### config.mk
export PLATFORM = sky130hd
export DESIGN_NAME = mvd_top
export DESIGN_NICKNAME = d
export VERILOG_FILES = /design/src/hw/mvd_pkg.sv /design/src/hw/mvd_if.sv /design/src/hw/cu_tree_walker.sv /design/src/hw/mv_candidate_fetch.sv /design/src/hw/mvd_select.sv /design/src/hw/mvd_top.sv
export VERILOG_INCLUDE_DIRS = /design/src /design/src/hw
export SDC_FILE = /design/constraint.sdc
export NUM_CORES = 1
export LEC_CHECK = 0
export BUFFER_PORTS_ARGS = -buffer_cell sky130_fd_sc_hd__buf_2
export CAP_MARGIN = 20
export CELL_PAD_IN_SITES_DETAIL_PLACEMENT = 1
export CELL_PAD_IN_SITES_GLOBAL_PLACEMENT = 1
export CORE_ASPECT_RATIO = 1.25
export CORE_MARGIN = 3
export CORE_UTILIZATION = 48
export CTS_CLUSTER_DIAMETER = 200
export DETAILED_ROUTE_END_ITERATION = 8
export GPL_TIMING_DRIVEN = 0
export PLACE_DENSITY_LB_ADDON = 0.05
export SLEW_MARGIN = 20
export SYNTH_ARGS = -nofsm -noshare
export SYNTH_HDL_FRONTEND = slang
export SYNTH_SLANG_ARGS = --single-unit
### constraint.sdc
create_clock -name clk -period 8.94 [get_ports clk]
set_clock_uncertainty 0.2 [all_clocks]
set_input_delay 0.894 -clock clk [delete_from_list [all_inputs] [get_ports clk]]
set_output_delay 0.894 -clock clk [all_outputs]
set_load 0.03 [all_outputs]
### src/hw/mvd_settings.svh
// Widths and tree constants shared by the MVD pipeline.
// Include wherever a width is needed; the guard makes repeated includes safe.

`ifndef MVD_SETTINGS_SVH
`define MVD_SETTINGS_SVH

// one signed MV component
`define MVD_MV_COMP_W   10

// one signed difference component, one bit wider than an MV component
`define MVD_DIFF_COMP_W 11

// 8x8 block address inside the 64x64 tree block
`define MVD_BLK_ADDR_W  6

// split flags, 1 at 64x64, 4 at 32x32, 16 at 16x16
`define MVD_SPLIT_FLAGS 21

`define MVD_COST_W      6

`endif

### src/hw/mvd_pkg.sv
// Types shared by the MVD pipeline stages and their interfaces.
// Referenced by scoped names, widths come from the settings header.

`include "mvd_settings.svh"

package mvd_pkg;

    // x in the low half, y in the high half
    typedef logic [2*`MVD_MV_COMP_W-1:0]   mv_t;

    typedef logic [2*`MVD_DIFF_COMP_W-1:0] mvd_t;   // same layout as mv_t

    typedef logic [`MVD_BLK_ADDR_W-1:0]    blk_addr_t;   // row * 8 + column

    // 0 is 64x64, 1 is 32x32, 2 is 16x16, 3 is 8x8
    typedef logic [1:0]                    cu_size_t;

    typedef logic [`MVD_COST_W-1:0]        cost_t;   // estimated bits

    typedef enum logic [1:0] {
        WALK_IDLE,
        WALK_DESCEND,
        WALK_EMIT,
        WALK_DONE
    } walk_state_t;

endpackage

### src/hw/mvd_if.sv
// Valid/ready links between the MVD pipeline stages.
// cu_if carries coding units from the walker, cand_if candidate records.
`timescale 1ns/1ns

interface cu_if;
    logic                valid;
    logic                ready;
    mvd_pkg::blk_addr_t  blk_addr;   // top-left 8x8 block
    mvd_pkg::cu_size_t   size;
    logic                last;       // final unit of the tree

    modport source (output valid, blk_addr, size, last, input ready);
    modport sink   (input valid, blk_addr, size, last, output ready);
endinterface

interface cand_if;
    logic                valid;
    logic                ready;
    mvd_pkg::blk_addr_t  blk_addr;
    mvd_pkg::mv_t        mv_c;       // own vector
    mvd_pkg::mv_t        mv_a;       // left neighbour
    logic                a_avail;
    mvd_pkg::mv_t        mv_b;       // above neighbour
    logic                b_avail;
    logic                last;

    modport source (
        output valid, blk_addr, mv_c, mv_a, a_avail, mv_b, b_avail, last,
        input  ready
    );
    modport sink (
        input  valid, blk_addr, mv_c, mv_a, a_avail, mv_b, b_avail, last,
        output ready
    );
endinterface

### src/hw/cu_tree_walker.sv
// Decode stage, turns the 21 split flags into a z-order stream of coding units.
// A start pulse latches the flags, then one unit per cycle leaves on cu,
// the final one flagged as last.
`timescale 1ns/1ns
`include "mvd_settings.svh"

module cu_tree_walker (
    input  logic                        clk,
    input  logic                        rst_n,
    input  logic                        start_i,
    input  logic [`MVD_SPLIT_FLAGS-1:0] split_flags_i,
    output logic                        busy_o,
    cu_if.source                        cu
);

    mvd_pkg::walk_state_t        state_r;
    logic [`MVD_SPLIT_FLAGS-1:0] flags_r;      // latched tree shape
    logic [`MVD_BLK_ADDR_W-1:0]  idx_r;        // z-order index of unit on cu
    mvd_pkg::cu_size_t           size_r;
    logic                        last_r;
    logic [`MVD_BLK_ADDR_W-1:0]  walk_idx;     // unit being resolved
    mvd_pkg::cu_size_t           walk_size;
    logic [`MVD_BLK_ADDR_W:0]    walk_end;     // one past it, carry means last

    // 8x8 blocks covered by a unit, 64 >> (2 * size)
    function automatic logic [`MVD_BLK_ADDR_W:0] blk_count(input mvd_pkg::cu_size_t size);
        return {1'b1, {`MVD_BLK_ADDR_W{1'b0}}} >> {size, 1'b0};
    endfunction

    // descend from the root while the node covering idx is split
    function automatic mvd_pkg::cu_size_t resolve(
        input logic [`MVD_BLK_ADDR_W-1:0]  idx,
        input logic [`MVD_SPLIT_FLAGS-1:0] flags
    );
        mvd_pkg::cu_size_t size;
        size = 2'd3;
        if (!flags[0])
            size = 2'd0;
        else if (!flags[5'd1 + 5'(idx[5:4])])    // 32x32 quadrant
            size = 2'd1;
        else if (!flags[5'd5 + 5'(idx[5:2])])    // 16x16 node
            size = 2'd2;
        return size;
    endfunction

    always_comb begin
        if (state_r == mvd_pkg::WALK_EMIT)
            walk_idx = idx_r + `MVD_BLK_ADDR_W'(blk_count(size_r));
        else
            walk_idx = '0;
        walk_size = resolve(walk_idx, flags_r);
        walk_end  = {1'b0, walk_idx} + blk_count(walk_size);
    end

    always_ff @(posedge clk) begin
        if (state_r == mvd_pkg::WALK_IDLE && start_i)
            flags_r <= split_flags_i;
    end

    always_ff @(posedge clk or negedge rst_n) begin
        if (!rst_n) begin
            state_r <= mvd_pkg::WALK_IDLE;
            idx_r   <= '0;
            size_r  <= '0;
            last_r  <= 1'b0;
        end else begin
            case (state_r)
                mvd_pkg::WALK_IDLE: begin
                    if (start_i)
                        state_r <= mvd_pkg::WALK_DESCEND;
                end
                mvd_pkg::WALK_DESCEND: begin    // resolve the first unit
                    idx_r   <= walk_idx;
                    size_r  <= walk_size;
                    last_r  <= walk_end[`MVD_BLK_ADDR_W];
                    state_r <= mvd_pkg::WALK_EMIT;
                end
                mvd_pkg::WALK_EMIT: begin
                    if (cu.valid && cu.ready) begin
                        if (last_r) begin
                            state_r <= mvd_pkg::WALK_DONE;
                        end else begin
                            idx_r  <= walk_idx;
                            size_r <= walk_size;
                            last_r <= walk_end[`MVD_BLK_ADDR_W];
                        end
                    end
                end
                default: state_r <= mvd_pkg::WALK_IDLE;
            endcase
        end
    end

    assign busy_o   = (state_r != mvd_pkg::WALK_IDLE);
    assign cu.valid = (state_r == mvd_pkg::WALK_EMIT);
    assign cu.size  = size_r;
    assign cu.last  = last_r;

    // de-interleave the z-order index into row and column
    assign cu.blk_addr = {idx_r[5], idx_r[3], idx_r[1], idx_r[4], idx_r[2], idx_r[0]};

    // a new tree may only start once the previous walk has finished
    a_no_start_busy: assert property (@(posedge clk) disable iff (!rst_n)
        busy_o |-> !start_i)
        else $error("start_i raised while the walker is busy");

endmodule

### src/hw/mv_candidate_fetch.sv
// Execute stage, reads the own, left and above vectors of each coding unit
// from the MV buffer and presents them as one candidate record.
// Reads go out on three consecutive cycles, data returns one cycle later.
`timescale 1ns/1ns

module mv_candidate_fetch (
    input  logic               clk,
    input  logic               rst_n,
    cu_if.sink                 cu,
    output logic               mv_rd_en_o,
    output mvd_pkg::blk_addr_t mv_rd_addr_o,
    input  mvd_pkg::mv_t       mv_rd_data_i,
    cand_if.source             cand
);

    logic [2:0]         phase_r;    // 0 idle, 1..3 read C A B, 4 capture B
    mvd_pkg::blk_addr_t addr_r;
    mvd_pkg::cu_size_t  size_r;
    logic               last_r;
    logic               valid_r;
    mvd_pkg::mv_t       mv_c_r;
    mvd_pkg::mv_t       mv_a_r;
    mvd_pkg::mv_t       mv_b_r;
    logic [3:0]         pos_x;      // in 8x8 units
    logic [3:0]         pos_y;
    logic [3:0]         width;
    logic [3:0]         a_col;
    logic [3:0]         a_row;
    logic [3:0]         b_col;
    logic [3:0]         b_row;
    mvd_pkg::blk_addr_t addr_a;
    mvd_pkg::blk_addr_t addr_b;

    // neighbour positions
    always_comb begin
        pos_x  = {1'b0, addr_r[2:0]};
        pos_y  = {1'b0, addr_r[5:3]};
        width  = 4'd8 >> size_r;
        a_col  = pos_x - 4'd1;              // left of the bottom-left block
        a_row  = pos_y + width - 4'd1;
        b_col  = pos_x + width - 4'd1;      // above the top-right block
        b_row  = pos_y - 4'd1;
        addr_a = {a_row[2:0], a_col[2:0]};
        addr_b = {b_row[2:0], b_col[2:0]};
    end

    // new unit only once the previous record is gone or leaving now
    assign cu.ready = (phase_r == 3'd0) && (!valid_r || cand.ready);

    always_ff @(posedge clk or negedge rst_n) begin
        if (!rst_n) begin
            phase_r <= 3'd0;
            valid_r <= 1'b0;
        end else begin
            if (cu.valid && cu.ready)
                phase_r <= 3'd1;
            else if (phase_r == 3'd4)
                phase_r <= 3'd0;
            else if (phase_r != 3'd0)
                phase_r <= phase_r + 3'd1;

            if (phase_r == 3'd4)
                valid_r <= 1'b1;
            else if (cand.ready)
                valid_r <= 1'b0;
        end
    end

    always_ff @(posedge clk) begin
        if (cu.valid && cu.ready) begin
            addr_r <= cu.blk_addr;
            size_r <= cu.size;
            last_r <= cu.last;
        end
        case (phase_r)
            3'd2:    mv_c_r <= mv_rd_data_i;
            3'd3:    mv_a_r <= mv_rd_data_i;
            3'd4:    mv_b_r <= mv_rd_data_i;
            default: ;
        endcase
    end

    assign mv_rd_en_o = (phase_r >= 3'd1) && (phase_r <= 3'd3);

    always_comb begin
        case (phase_r)
            3'd1:    mv_rd_addr_o = addr_r;    // own vector
            3'd2:    mv_rd_addr_o = addr_a;
            default: mv_rd_addr_o = addr_b;
        endcase
    end

    assign cand.valid    = valid_r;
    assign cand.blk_addr = addr_r;
    assign cand.mv_c     = mv_c_r;
    assign cand.mv_a     = mv_a_r;
    assign cand.a_avail  = (addr_r[2:0] != 3'd0);    // not on the left edge
    assign cand.mv_b     = mv_b_r;
    assign cand.b_avail  = (addr_r[5:3] != 3'd0);    // not on the top row
    assign cand.last     = last_r;

    // the buffer port stays quiet while a record waits downstream
    a_no_read_pending: assert property (@(posedge clk) disable iff (!rst_n)
        cand.valid |-> !mv_rd_en_o)
        else $error("MV read issued while the candidate record is pending");

endmodule

### src/hw/mvd_select.sv
// Result stage, forms both predictors, computes the differences and their
// estimated bit cost and registers the cheaper one with its index.
// done_o pulses the cycle after the last unit of a tree has left.
`timescale 1ns/1ns
`include "mvd_settings.svh"

module mvd_select (
    input  logic               clk,
    input  logic               rst_n,
    cand_if.sink               cand,
    output logic               mvd_valid_o,
    input  logic               mvd_ready_i,
    output mvd_pkg::blk_addr_t mvd_addr_o,
    output mvd_pkg::mvd_t      mvd_o,
    output logic               mvp_idx_o,
    output logic               done_o
);

    localparam int MW = `MVD_MV_COMP_W;
    localparam int DW = `MVD_DIFF_COMP_W;

    mvd_pkg::mv_t   pred0;
    mvd_pkg::mv_t   pred1;
    mvd_pkg::mvd_t  diff0;
    mvd_pkg::mvd_t  diff1;
    mvd_pkg::cost_t cost0;
    mvd_pkg::cost_t cost1;
    logic           pick1;
    logic           last_r;

    // C minus P per component, sign extended
    function automatic mvd_pkg::mvd_t pair_diff(input mvd_pkg::mv_t c, input mvd_pkg::mv_t p);
        logic [DW-1:0] dx;
        logic [DW-1:0] dy;
        dx = {c[MW-1], c[MW-1:0]} - {p[MW-1], p[MW-1:0]};
        dy = {c[2*MW-1], c[2*MW-1:MW]} - {p[2*MW-1], p[2*MW-1:MW]};
        return {dy, dx};
    endfunction

    // 1 for zero, else 2 * msb position of the magnitude + 3
    function automatic mvd_pkg::cost_t comp_cost(input logic [DW-1:0] d);
        logic [DW-1:0]  mag;
        mvd_pkg::cost_t cost;
        mag  = d[DW-1] ? (~d + 1'b1) : d;
        cost = mvd_pkg::cost_t'(1);
        for (int i = 0; i < DW; i++) begin
            if (mag[i])
                cost = mvd_pkg::cost_t'(2 * i + 3);
        end
        return cost;
    endfunction

    function automatic mvd_pkg::cost_t pair_cost(input mvd_pkg::mvd_t d);
        return comp_cost(d[DW-1:0]) + comp_cost(d[2*DW-1:DW]);
    endfunction

    always_comb begin
        if (cand.a_avail)
            pred0 = cand.mv_a;
        else if (cand.b_avail)
            pred0 = cand.mv_b;
        else
            pred0 = '0;
        // B equal to A is pruned, slot 1 then falls back to zero
        if (cand.a_avail && cand.b_avail && (cand.mv_b != cand.mv_a))
            pred1 = cand.mv_b;
        else
            pred1 = '0;
        diff0 = pair_diff(cand.mv_c, pred0);
        diff1 = pair_diff(cand.mv_c, pred1);
        cost0 = pair_cost(diff0);
        cost1 = pair_cost(diff1);
        pick1 = (cost1 < cost0);    // ties stay on index 0
    end

    assign cand.ready = !mvd_valid_o || mvd_ready_i;

    always_ff @(posedge clk or negedge rst_n) begin
        if (!rst_n) begin
            mvd_valid_o <= 1'b0;
            done_o      <= 1'b0;
        end else begin
            done_o <= mvd_valid_o && mvd_ready_i && last_r;
            if (cand.valid && cand.ready)
                mvd_valid_o <= 1'b1;
            else if (mvd_ready_i)
                mvd_valid_o <= 1'b0;
        end
    end

    always_ff @(posedge clk) begin
        if (cand.valid && cand.ready) begin
            mvd_addr_o <= cand.blk_addr;
            mvd_o      <= pick1 ? diff1 : diff0;
            mvp_idx_o  <= pick1;
            last_r     <= cand.last;
        end
    end

    // a stalled result keeps its payload until it is taken
    a_hold_stalled: assert property (@(posedge clk) disable iff (!rst_n)
        (mvd_valid_o && !mvd_ready_i) |=>
            (mvd_valid_o && $stable({mvd_addr_o, mvd_o, mvp_idx_o})))
        else $error("MVD output changed while stalled");

endmodule

### src/hw/mvd_top.sv
// Motion-vector-difference unit for one 64x64 tree block.
// Walker, candidate fetch and select stages joined by valid/ready links,
// plain ports to the MV buffer and the result consumer.
`timescale 1ns/1ns
`include "mvd_settings.svh"

module mvd_top (
    input  logic                        clk,
    input  logic                        rst_n,
    input  logic                        start_i,
    input  logic [`MVD_SPLIT_FLAGS-1:0] split_flags_i,
    output logic                        busy_o,
    output logic                        mv_rd_en_o,
    output mvd_pkg::blk_addr_t          mv_rd_addr_o,
    input  mvd_pkg::mv_t                mv_rd_data_i,
    output logic                        mvd_valid_o,
    input  logic                        mvd_ready_i,
    output mvd_pkg::blk_addr_t          mvd_addr_o,
    output mvd_pkg::mvd_t               mvd_o,
    output logic                        mvp_idx_o,
    output logic                        done_o
);

    cu_if   cu_bus ();      // walker to fetch
    cand_if cand_bus ();    // fetch to select

    cu_tree_walker cu_tree_walker_i (
        .clk           (clk),
        .rst_n         (rst_n),
        .start_i       (start_i),
        .split_flags_i (split_flags_i),
        .busy_o        (busy_o),
        .cu            (cu_bus.source)
    );

    mv_candidate_fetch mv_candidate_fetch_i (
        .clk           (clk),
        .rst_n         (rst_n),
        .cu            (cu_bus.sink),
        .mv_rd_en_o    (mv_rd_en_o),
        .mv_rd_addr_o  (mv_rd_addr_o),
        .mv_rd_data_i  (mv_rd_data_i),
        .cand          (cand_bus.source)
    );

    mvd_select mvd_select_i (
        .clk           (clk),
        .rst_n         (rst_n),
        .cand          (cand_bus.sink),
        .mvd_valid_o   (mvd_valid_o),
        .mvd_ready_i   (mvd_ready_i),
        .mvd_addr_o    (mvd_addr_o),
        .mvd_o         (mvd_o),
        .mvp_idx_o     (mvp_idx_o),
        .done_o        (done_o)
    );

endmodule

==> results.json, run 1 <==
{
  "outcome": "finished, final reports clean",
  "pre_cts_ws_ns": 0.468,
  "insertion_delay_ns": 0.44,
  "die_w_um": 139,
  "postSynthCellCount": 1096,
  "io_buffer_count": 83,
  "fin_crit_sh_pct": 92.8,
  "grt_pass1_vias": 9107,
  "worst_slack_ns": 0.641,
  "clockBufferDepth": 2,
  "crit_type": "register to register",
  "antenna_left": 0,
  "drv_cap": 0,
  "synth.area.mux_share_pct": 3.53,
  "worst_pin_slew_ns": 1.13,
  "start_util_pct": 49.0,
  "ys_ff_latch": 137,
  "grt_pass1_wl_mm": 47.8,
  "grt_max_degree": 29,
  "first_iter_violations": 361,
  "finalWirelength_mm": 29.5,
  "synth_edf_count": 120,
  "avgSynthCellArea_um2": 9.66,
  "critPathMaxStageDelay_ns": 0.49,
  "place_congestion": 0.831,
  "min_path_type": "primary input to async pin",
  "ioPinCount": 84,
  "viasPerCell": 5.87,
  "cts.sinks": 137,
  "finalCriticalPeriod_ns": 8.30,
  "final_cell_mix": "edfxtp_1 (120), nand2_1 (102), buf_2 (87)",
  "setup_viol": 0,
  "synth_nets": 1232,
  "numCtsBuffers": 17,
  "crit_path_end_kind": "register",
  "hold_viol_final": 0,
  "cp_slowest_cell": "or4_4",
  "drive_gt1_share_pct": 14.8,
  "start_kind": "register",
  "tns_ns": 0,
  "ys.flop_type": "edfxtp_1",
  "synth-compound-area-share_pct": 19.4,
  "areaGrowthSynthToFinish_pct": 13.0,
  "critPathMaxFanout": 10,
  "post-route-drc-count": 0,
  "die_h_um": 172,
  "stdcell_count": 1494,
  "async_reset_ff_share_pct": 12.4,
  "fin_nets": 1336,
  "antenna_found_initial": 3,
  "yosysWarnings": 0,
  "h-tree-depth": 4,
  "clk_pin_slew_ns": 0.06,
  "dieArea_um2": 23900,
  "dp.cells": 1459,
  "crit_top_cell": "ha_1",
  "yosysUniqueCellTypes": 92,
  "rsz0062_at_grt": "false",
  "cp.required_ns": 8.89,
  "final_common_cell": "edfxtp_1",
  "wire_per_inst_um": 19.7,
  "drtPass1Iterations": 5,
  "synth_simple_gate_area_share_pct": 17.9,
  "gr-usage-all-layers_pct": 25.0,
  "arrival_ns": 8.25,
  "synth_xor_area_share_pct": 6.65,
  "hpwl_mm": 23.1,
  "slew_headroom_pct": 24.4,
  "synth_top_family_by_area": "compound AO/OA/AOI/OAI gates",
  "holdBufCountCts": 0,
  "synth.yosys.seq_area_share_pct": 38.1,
  "globalRouteOverflowTotal": 0,
  "synth.cell_area_um2": 10600,
  "drv_slew": 0,
  "root_buffer": "clkbuf_16",
  "cts_tree": "yes",
  "row_count": 60,
  "synth_fa_ha_area_share_pct": 11.2,
  "coreArea_um2": 21600,
  "max_freq_mhz": 120,
  "vias": 8771
}
layer usage:
metal | vias up | track usage (%) | share of wire (%)
met2 | 142 | 46.1 | 52
met5 | - | 0 | 0.13
met4 | 6 | 9.40 | 3.0
met1 | 4271 | 29.4 | 42
li1 | 4295 | - | -
met3 | 57 | 4.07 | 3.1
Yosys cell counts, drive strengths merged, types with 5 or more instances:
master / instances / area [µm²]
edfxtp: 120 / 3600
or4: 7 / 56.3
a31o: 6 / 52.6
o22ai: 9 / 56.3
o211ai: 9 / 77.6
nand4: 13 / 81.3
and3: 8 / 55.1
dfrtp: 17 / 425
a221oi: 5 / 61.3
o21a: 16 / 120
xor2: 24 / 233
nand3b: 5 / 37.5
fa: 6 / 120
xnor2: 53 / 472
nand3: 25 / 125
mux2: 6 / 71.3
mux4: 5 / 113
o21ai: 74 / 378
nor3b: 6 / 50.1
mux2i: 19 / 190
buf: 5 / 37.5
nor2b: 34 / 213
inv: 58 / 218
or3: 10 / 62.6
clkbuf: 25 / 93.8
a211oi: 14 / 115
nor3: 44 / 231
a21o: 18 / 135
nor2: 74 / 278
a31oi: 12 / 81.3
a21oi: 69 / 357
o31ai: 6 / 50.1
ha: 85 / 1060
nand2b: 17 / 106
a32oi: 6 / 52.6
a22oi: 7 / 52.6
or2: 5 / 31.3
nand2: 103 / 389
and2: 15 / 95.1
flip-flops by register name (all words and copies together), names as in the netlist, 2 cells and up:
signal	count
cu_tree_walker_i.cu.size	2
mv_candidate_fetch_i.cand.mv_a	20
cu_tree_walker_i.idx_r	6
cu_tree_walker_i.state_r	2
mvd_select_i.mvd_addr_o	6
mv_candidate_fetch_i.size_r	2
mv_candidate_fetch_i.cand.mv_b	20
mv_candidate_fetch_i.cand.mv_c	20
mvd_select_i.mvd_o	22
cu_tree_walker_i.flags_r	21
mv_candidate_fetch_i.phase_r	3
mv_candidate_fetch_i.cand.blk_addr	6
layout make-up:
cell class                 count  area, µm²
buffer                        30        133
sequential                   137       4030
antenna                        2       5.00
clock inverter                15        141
inverter                      58        218
timing repair buffer          85        440
fill                        2512       9660
tap                          279        349
clock buffer                  17        425
multi-input combinational    871       6220
metrics by stage:
stage | utilization (%) | area [µm²] | hold slack [ns]
4_1_cts | 55.3 | 11900 | 0.201
3_5_place_dp | 52.6 | 11400 | 0.206
6_report | 55.3 | 12000 | 0.197
3_3_place_gp | 52.5 | 11400 | 0.236
2_1_floorplan | - | 10600 | 0.200
5_1_grt | 55.3 | 12000 | 0.199
critical path: cells and delay by family (launching register included):
kind / cells / cell delay [ns]
XOR/XNOR: 2 / 0.63
adder cells (fa/ha/maj): 6 / 1.86
buffers and inverters: 6 / 1.42
flip-flops: 1 / 0.43
AND/OR/NAND/NOR: 11 / 2.47
AO/OA/AOI/OAI: 6 / 0.99
path summary, 6_finish.rpt:
| path | slack (ns) | startpoint | cells past startpoint | to |
|---|---|---|---|---|
| worst min register to register | 0.25 | mv_candidate_fetch_i.cand.last$_DFFE_PP_ | 0 | mvd_select_i.last_r$_DFFE_PP_ |
| min in group clk | 0.25 | mv_candidate_fetch_i.cand.last$_DFFE_PP_ | 0 | mvd_select_i.last_r$_DFFE_PP_ |
| max in group asynchronous | 8.03 | rst_n | 1 | cu_tree_walker_i.idx_r[4]$_DFFE_PN0P_ |
| worst max register to register | 0.64 | mv_candidate_fetch_i.cand.mv_b[4]$_DFFE_PP_ | 31 | mvd_select_i.mvd_o[17]$_DFFE_PP_ |
| worst min-delay path | 0.20 | rst_n | 1 | cu_tree_walker_i.cu.last$_DFFE_PN0P_ |
| worst max-delay path | 0.64 | mv_candidate_fetch_i.cand.mv_b[4]$_DFFE_PP_ | 31 | mvd_select_i.mvd_o[17]$_DFFE_PP_ |
timing repair:
action,4_1_cts,5_1_grt
resized for setup,0,2
setup buffers,0,0
setup endpoints to repair,0,4
cells by family after synthesis:
group / after synthesis
adder cells (fa/ha/maj): 91
AO/OA/AOI/OAI: 297
flip-flops: 137
AND/OR/NAND/NOR: 376
buffers and inverters: 88
XOR/XNOR: 77
multiplexers: 30
Power of run 1 is left out: the tool's default activity adds up to more than one toggle a clock period on the data nets, which glitch-free logic cannot reach.
==> inputs of run 2 (changes only) <==
- SYNTH_HIERARCHICAL: not set -> 1
==> run 2 against run 1 <==
  * Wire length is 7.4% higher
  * Count of clock-buffer cells in the layout grew 1
  * Fmax increased by 2.0%
  * Global-route usage up 1.7 points
  * Die area down 0.62%
  * Register-to-register slack improved by 0.16 ns
  * Utilization grew 0.95 points
  * Synthesized cell count increased by 0.46%
  * Non-clock buffer count increased by 4
  * Worst setup slack improved by 0.16 ns
  * Final cell count shrank 0.13%
  * Hold slack worse by 0.0018 ns
  * Highest routed layer unchanged
==> results.json, run 2 <==
{
  "crit_path_end_kind": "register",
  "antenna_found_initial": 2,
  "grt_pass1_wl_mm": 50.5,
  "synth_common_cells": "edfxtp_1 (120), nand2_1 (114), nor2_1 (95)",
  "grt.met1_usage_pct": 30.4,
  "die_h_um": 172,
  "post_dp_cell_area_um2": 11300,
  "final_area_um2": 11900,
  "slew_headroom_pct": 42.5,
  "arrival_ns": 8.18,
  "synth_most_common_cell": "edfxtp_1",
  "ys_ff_latch": 137,
  "clk_pin_slew_ns": 0.07,
  "drv_cap": 0,
  "areaGrowthSynthToFinish_pct": 13.3,
  "synth.cell_area_um2": 10500,
  "coreArea_um2": 21200,
  "root_buffer": "clkbuf_16",
  "synth_nets": 1237,
  "critPathMaxStageDelay_ns": 0.55,
  "path_buf_inv": 6,
  "viasPerCell": 6.07,
  "final_common_cell": "edfxtp_1",
  "ctsResizeCount": 0,
  "grt_max_degree": 31,
  "grtUsageMet2_pct": 49.6,
  "busiest_layer": "met2",
  "dp.cells": 1459,
  "met3_usage_pct": 4.28,
  "io_buffer_count": 83,
  "synth_area_leaders": "edfxtp_1 (34%), ha_1 (10%), nand2_1 (4.1%), dfrtp_1 (4.0%), xnor2_1 (3.7%)",
  "place_congestion": 0.850,
  "worst_pin_slew_ns": 0.857,
  "fin_crit_sh_pct": 91.0,
  "cts.sinks": 137,
  "tns_ns": 0,
  "async_reset_ff_share_pct": 12.4,
  "synth_edf_count": 120,
  "yosysUniqueCellTypes": 97,
  "drtPass1Iterations": 5,
  "stdcell_count": 1492,
  "final_cell_mix": "edfxtp_1 (120), nand2_1 (114), nor2_1 (93)",
  "vias": 9062,
  "clockBufferDepth": 2,
  "largest_reg_flops": 22,
  "drv_slew": 0,
  "hold_viol_final": 0,
  "hpwl_mm": 23.6,
  "antenna_left": 0,
  "finalWirelength_mm": 31.7,
  "die_w_um": 138,
  "max_freq_mhz": 123,
  "cp.depth": 28,
  "post-route-drc-count": 0,
  "gr-usage-all-layers_pct": 26.7,
  "globalRouteOverflowTotal": 0,
  "synth_top_area_share_pct": 34.3,
  "crit_type": "register to register",
  "start_kind": "register",
  "avgSynthCellArea_um2": 9.55,
  "finalCriticalPeriod_ns": 8.14,
  "setup_viol": 0,
  "top_register": "mvd_select_i/mvd_o",
  "drive_gt1_share_pct": 14.3,
  "critPathMaxFanout": 10,
  "fin_nets": 1340,
  "ys.flop_type": "edfxtp_1",
  "numCtsBuffers": 17,
  "wire_per_inst_um": 21.2,
  "outcome": "finished, final reports clean",
  "first_iter_violations": 444,
  "holdBufCountCts": 0,
  "reg2reg_depth": 28,
  "insertion_delay_ns": 0.43,
  "postSynthCellCount": 1101,
  "synth.yosys.seq_area_share_pct": 38.3,
  "grt_pass1_vias": 9342,
  "cts_tree": "yes",
  "start_util_pct": 49.6,
  "rsz0062_at_grt": "false",
  "critPathTopFamily": "simple AND/OR/NAND/NOR gates",
  "ioPinCount": 84,
  "crit_top_cell": "clkbuf_1",
  "row_count": 59,
  "post_cts_buffers": 0,
  "cp.required_ns": 8.98,
  "cp_slowest_cell": "xnor2_1",
  "h-tree-depth": 4,
  "min_path_type": "primary input to async pin",
  "synth_top_cell_by_area": "edfxtp_1",
  "yosysWarnings": 6,
  "reg_top3": "mvd_select_i/mvd_o x22, cu_tree_walker_i/flags_r x21",
  "dieArea_um2": 23700
}
## run 2: cell type report
cell class | count | area (µm²)
antenna | 1 | 2.50
tap | 274 | 343
inverter | 54 | 203
buffer | 35 | 143
timing repair buffer | 84 | 427
clock inverter | 14 | 186
fill | 2449 | 9270
multi-input combinational | 875 | 6160
clock buffer | 18 | 429
sequential | 137 | 4030
## run 2: worst paths after layout
check	startpoint	to	slack, ns
setup / recovery	mv_candidate_fetch_i/cand.blk_addr[0]$_DFFE_PP_	mvd_select_i/mvd_o[11]$_DFFE_PP_	0.80
setup reg to reg	mv_candidate_fetch_i/cand.blk_addr[0]$_DFFE_PP_	mvd_select_i/mvd_o[11]$_DFFE_PP_	0.80
min in group clk	mv_candidate_fetch_i/cand.last$_DFFE_PP_	mvd_select_i/last_r$_DFFE_PP_	0.24
hold / removal	rst_n	cu_tree_walker_i/state_r[1]$_DFFE_PN0P_	0.20
hold reg to reg	mv_candidate_fetch_i/cand.last$_DFFE_PP_	mvd_select_i/last_r$_DFFE_PP_	0.24
max in group asynchronous	rst_n	cu_tree_walker_i/idx_r[2]$_DFFE_PN0P_	8.04
## run 2: per-stage QoR
stage / util (%) / hold WS, ns / setup slack (ns)
final: 56.3 / 0.195 / 0.804
after global routing: 56.2 / 0.199 / 0.210
after CTS: 56.2 / 0.193 / 0.728
after detailed placement: 53.3 / 0.219 / 0.816
after global placement: 53.2 / 0.230 / 0.973
after floorplan: - / 0.200 / 2.30
## run 2: cell families (layout without fill, tap and decap cells)
kind of cell	after synthesis	count (layout)	share of synthesized area (%)
and+or+nand+nor	379	379	17.9
AOI/OAI and AO/OA	307	307	19.8
DFF	137	137	38.3
adders and majority gates	91	91	11.3
buffers and inverters	89	205	3.28
xor gates and xnor gates	73	73	6.36
muxes	25	25	3.15
other	0	1	0
## run 2: worst reg2reg max path: cells and delay by family, from the launching register on
| family | cells | cell delay [ns] |
|---|---|---|
| flops | 1 | 0.39 |
| buf+inv | 6 | 1.80 |
| compound gates | 5 | 0.91 |
| xor+xnor | 2 | 0.71 |
| simple gates | 9 | 1.95 |
| mux | 1 | 0.34 |
| fa+ha+maj | 5 | 1.63 |
## run 2: metal layers
metal,part of all wire (%),wire length [µm]
met2,52,16600
met5,0.041,13
met3,3.8,1200
met4,3.8,1210
met1,40,12700
Power of run 2 is left out for the same reason.
==> inputs of run 3 (changes only) <==
- CAP_MARGIN: 20 -> not set
- CORE_UTILIZATION: 48 -> 41
==> run 3 against run 2 <==
  * Die area rose by 16%
  * Register-to-register slack improved by 0.10 ns
  * Non-clock buffer count did not move
  * Sequential share of layout area fell by 0.26 points
  * Hold slack got worse by 0.0050 ns
  * Flip-flop and latch count did not move
  * Design area rose by 0.78%
  * Count of clock-buffer cells in the layout rose by 1
  * Global-route usage fell by 4.4 points
  * Critical path type unchanged
  * Critical endpoint unchanged
  * Highest routed layer unchanged
==> results.json, run 3 (synthesis gave the netlist of run 2 again) <==
{
  "outcome": "finished, final reports clean",
  "slew_headroom_pct": 42.3,
  "final_common_cell": "edfxtp_1",
  "finalWirelength_mm": 30.1,
  "crit_type": "register to register",
  "top_register": "mvd_select_i/mvd_o",
  "cp.required_ns": 9.00,
  "antenna_left": 0,
  "fin_nets": 1340,
  "drv_slew": 0,
  "cts_tree": "yes",
  "stdcell_count": 1548,
  "clk_pin_slew_ns": 0.06,
  "reg2reg_depth": 31,
  "die_w_um": 149,
  "holdBufCountCts": 0,
  "post_cts_buffers": 0,
  "wire_per_inst_um": 19.5,
  "top_layer": "met5",
  "globalRouteOverflowTotal": 0,
  "largest_reg_flops": 22,
  "arrival_ns": 8.09,
  "vias": 8649,
  "drv_cap": 0,
  "critPathMaxFanout": 10,
  "dp.cells": 1515,
  "crit_start": "mv_candidate_fetch_i/cand.blk_addr[0]$_DFFE_PP_",
  "crit_path_end_kind": "register",
  "tns_ns": 0,
  "row_count": 64,
  "h-tree-depth": 4,
  "drtPass1Iterations": 4,
  "reg2reg_from": "mv_candidate_fetch_i/cand.blk_addr[0]$_DFFE_PP_",
  "post-route-drc-count": 0,
  "rrSetupSlack_ns": 0.90,
  "grt_pass1_wl_mm": 48.2,
  "io_buffer_count": 83,
  "cts.sinks": 137,
  "grt_max_degree": 29,
  "ioPinCount": 84,
  "start_util_pct": 42.4,
  "wl_met3_um": 877,
  "min_path_type": "primary input to async pin",
  "numCtsBuffers": 17,
  "drive_gt1_share_pct": 14.1,
  "first_iter_violations": 405,
  "die_h_um": 185,
  "final_cell_mix": "edfxtp_1 (120), nand2_1 (114), nor2_1 (93)",
  "post_dp_cell_area_um2": 11400,
  "reg_top3": "mvd_select_i/mvd_o x22, cu_tree_walker_i/flags_r x21",
  "dr_wl_met2_mm": 15.9,
  "drt-met1-wl_mm": 12.6,
  "finalCriticalPeriod_ns": 8.04,
  "setup_viol": 0,
  "worst_pin_slew_ns": 0.866,
  "viasPerCell": 5.59,
  "hpwl_mm": 23.8,
  "start_kind": "register",
  "utilization_pct": 48.4,
  "hold_viol_final": 0,
  "coreArea_um2": 24800,
  "root_buffer": "clkbuf_16",
  "areaGrowthSynthToFinish_pct": 14.2,
  "ctsResizeCount": 0,
  "cp-endpoint": "mvd_select_i/mvd_o[11]$_DFFE_PP_",
  "gr-usage-all-layers_pct": 22.3,
  "final_area_um2": 12000,
  "fin_crit_sh_pct": 89.9,
  "rr_endpoint": "mvd_select_i/mvd_o[11]$_DFFE_PP_",
  "rsz0062_at_grt": "false",
  "grt_pass1_vias": 9048,
  "n_fill_cell": 2907,
  "insertion_delay_ns": 0.43,
  "clockBufferDepth": 2,
  "max_freq_mhz": 124,
  "antenna_found_initial": 3,
  "critPathMaxStageDelay_ns": 0.54,
  "place_congestion": 0.842,
  "dieArea_um2": 27600,
  "cp_slowest_cell": "xnor2_1"
}
run 3: cell count changes in the layout (fill, tap and decap cells not counted), sizes merged:
cell,change
bufinv,+1
clkbuf,+1
clkinv,+2
clkinvlp,-2
inv,-2
run 3: worst max-delay path: cells and delay by family, from the launching register on:
kind	cells	cell delay [ns]
muxes	1	0.30
buffers and inverters	8	1.74
adders and majority gates	6	1.74
DFF	1	0.39
xor gates and xnor gates	1	0.54
AOI/OAI and AO/OA	6	0.94
and+or+nand+nor	9	1.99
run 3: stage by stage:
| step | setup WS [ns] | hold WS (ns) |
|---|---|---|
| 3_5_place_dp | 0.839 | 0.210 |
| 5_1_grt | 0.236 | 0.190 |
| 2_1_floorplan | 2.30 | 0.200 |
| 6_report | 0.905 | 0.190 |
| 3_3_place_gp | 0.860 | 0.222 |
| 4_1_cts | 0.789 | 0.185 |
run 3: worst min-delay path by stage:
| stage | depth (start not counted) | start | endpoint | slack, ns |
|---|---|---|---|---|
| 3_3_place_gp | 0 | mv_candidate_fetch_i/cand.last$_DFFE_PP_ | mvd_select_i/last_r$_DFFE_PP_ | 0.22 |
| 6_report | 1 | rst_n | cu_tree_walker_i/state_r[1]$_DFFE_PN0P_ | 0.19 |
| 4_1_cts | 1 | rst_n | cu_tree_walker_i/idx_r[3]$_DFFE_PN0P_ | 0.18 |
| 2_1_floorplan | 0 | mv_candidate_fetch_i/cand.last$_DFFE_PP_ | mvd_select_i/last_r$_DFFE_PP_ | 0.20 |
| 3_5_place_dp | 0 | mv_candidate_fetch_i/cand.last$_DFFE_PP_ | mvd_select_i/last_r$_DFFE_PP_ | 0.21 |
| 5_1_grt | 1 | rst_n | cu_tree_walker_i/state_r[1]$_DFFE_PN0P_ | 0.19 |
run 3: cell type report:
| cell class | count | area [µm²] | share of cell area (%) |
|---|---|---|---|
| multi-input cells | 875 | 6160 | 51.3 |
| flip-flops and latches | 137 | 4030 | 33.5 |
| repair buffers | 84 | 435 | 3.63 |
| clock buffers | 19 | 433 | 3.60 |
| well taps | 330 | 413 | 3.44 |
| inverters | 54 | 203 | 1.69 |
| clock inverters | 13 | 191 | 1.59 |
| plain buffers | 35 | 143 | 1.19 |
| diodes | 1 | 2.50 | 0.0208 |
run 3: per-layer routing:
| layer | global-route usage, % | up-vias |
|---|---|---|
| li1 | - | 4306 |
| met1 | 26.1 | 4171 |
| met2 | 41.6 | 128 |
| met3 | 3.70 | 38 |
| met4 | 6.63 | 6 |
| met5 | 0 | - |
Power of run 3 is left out for the same reason.
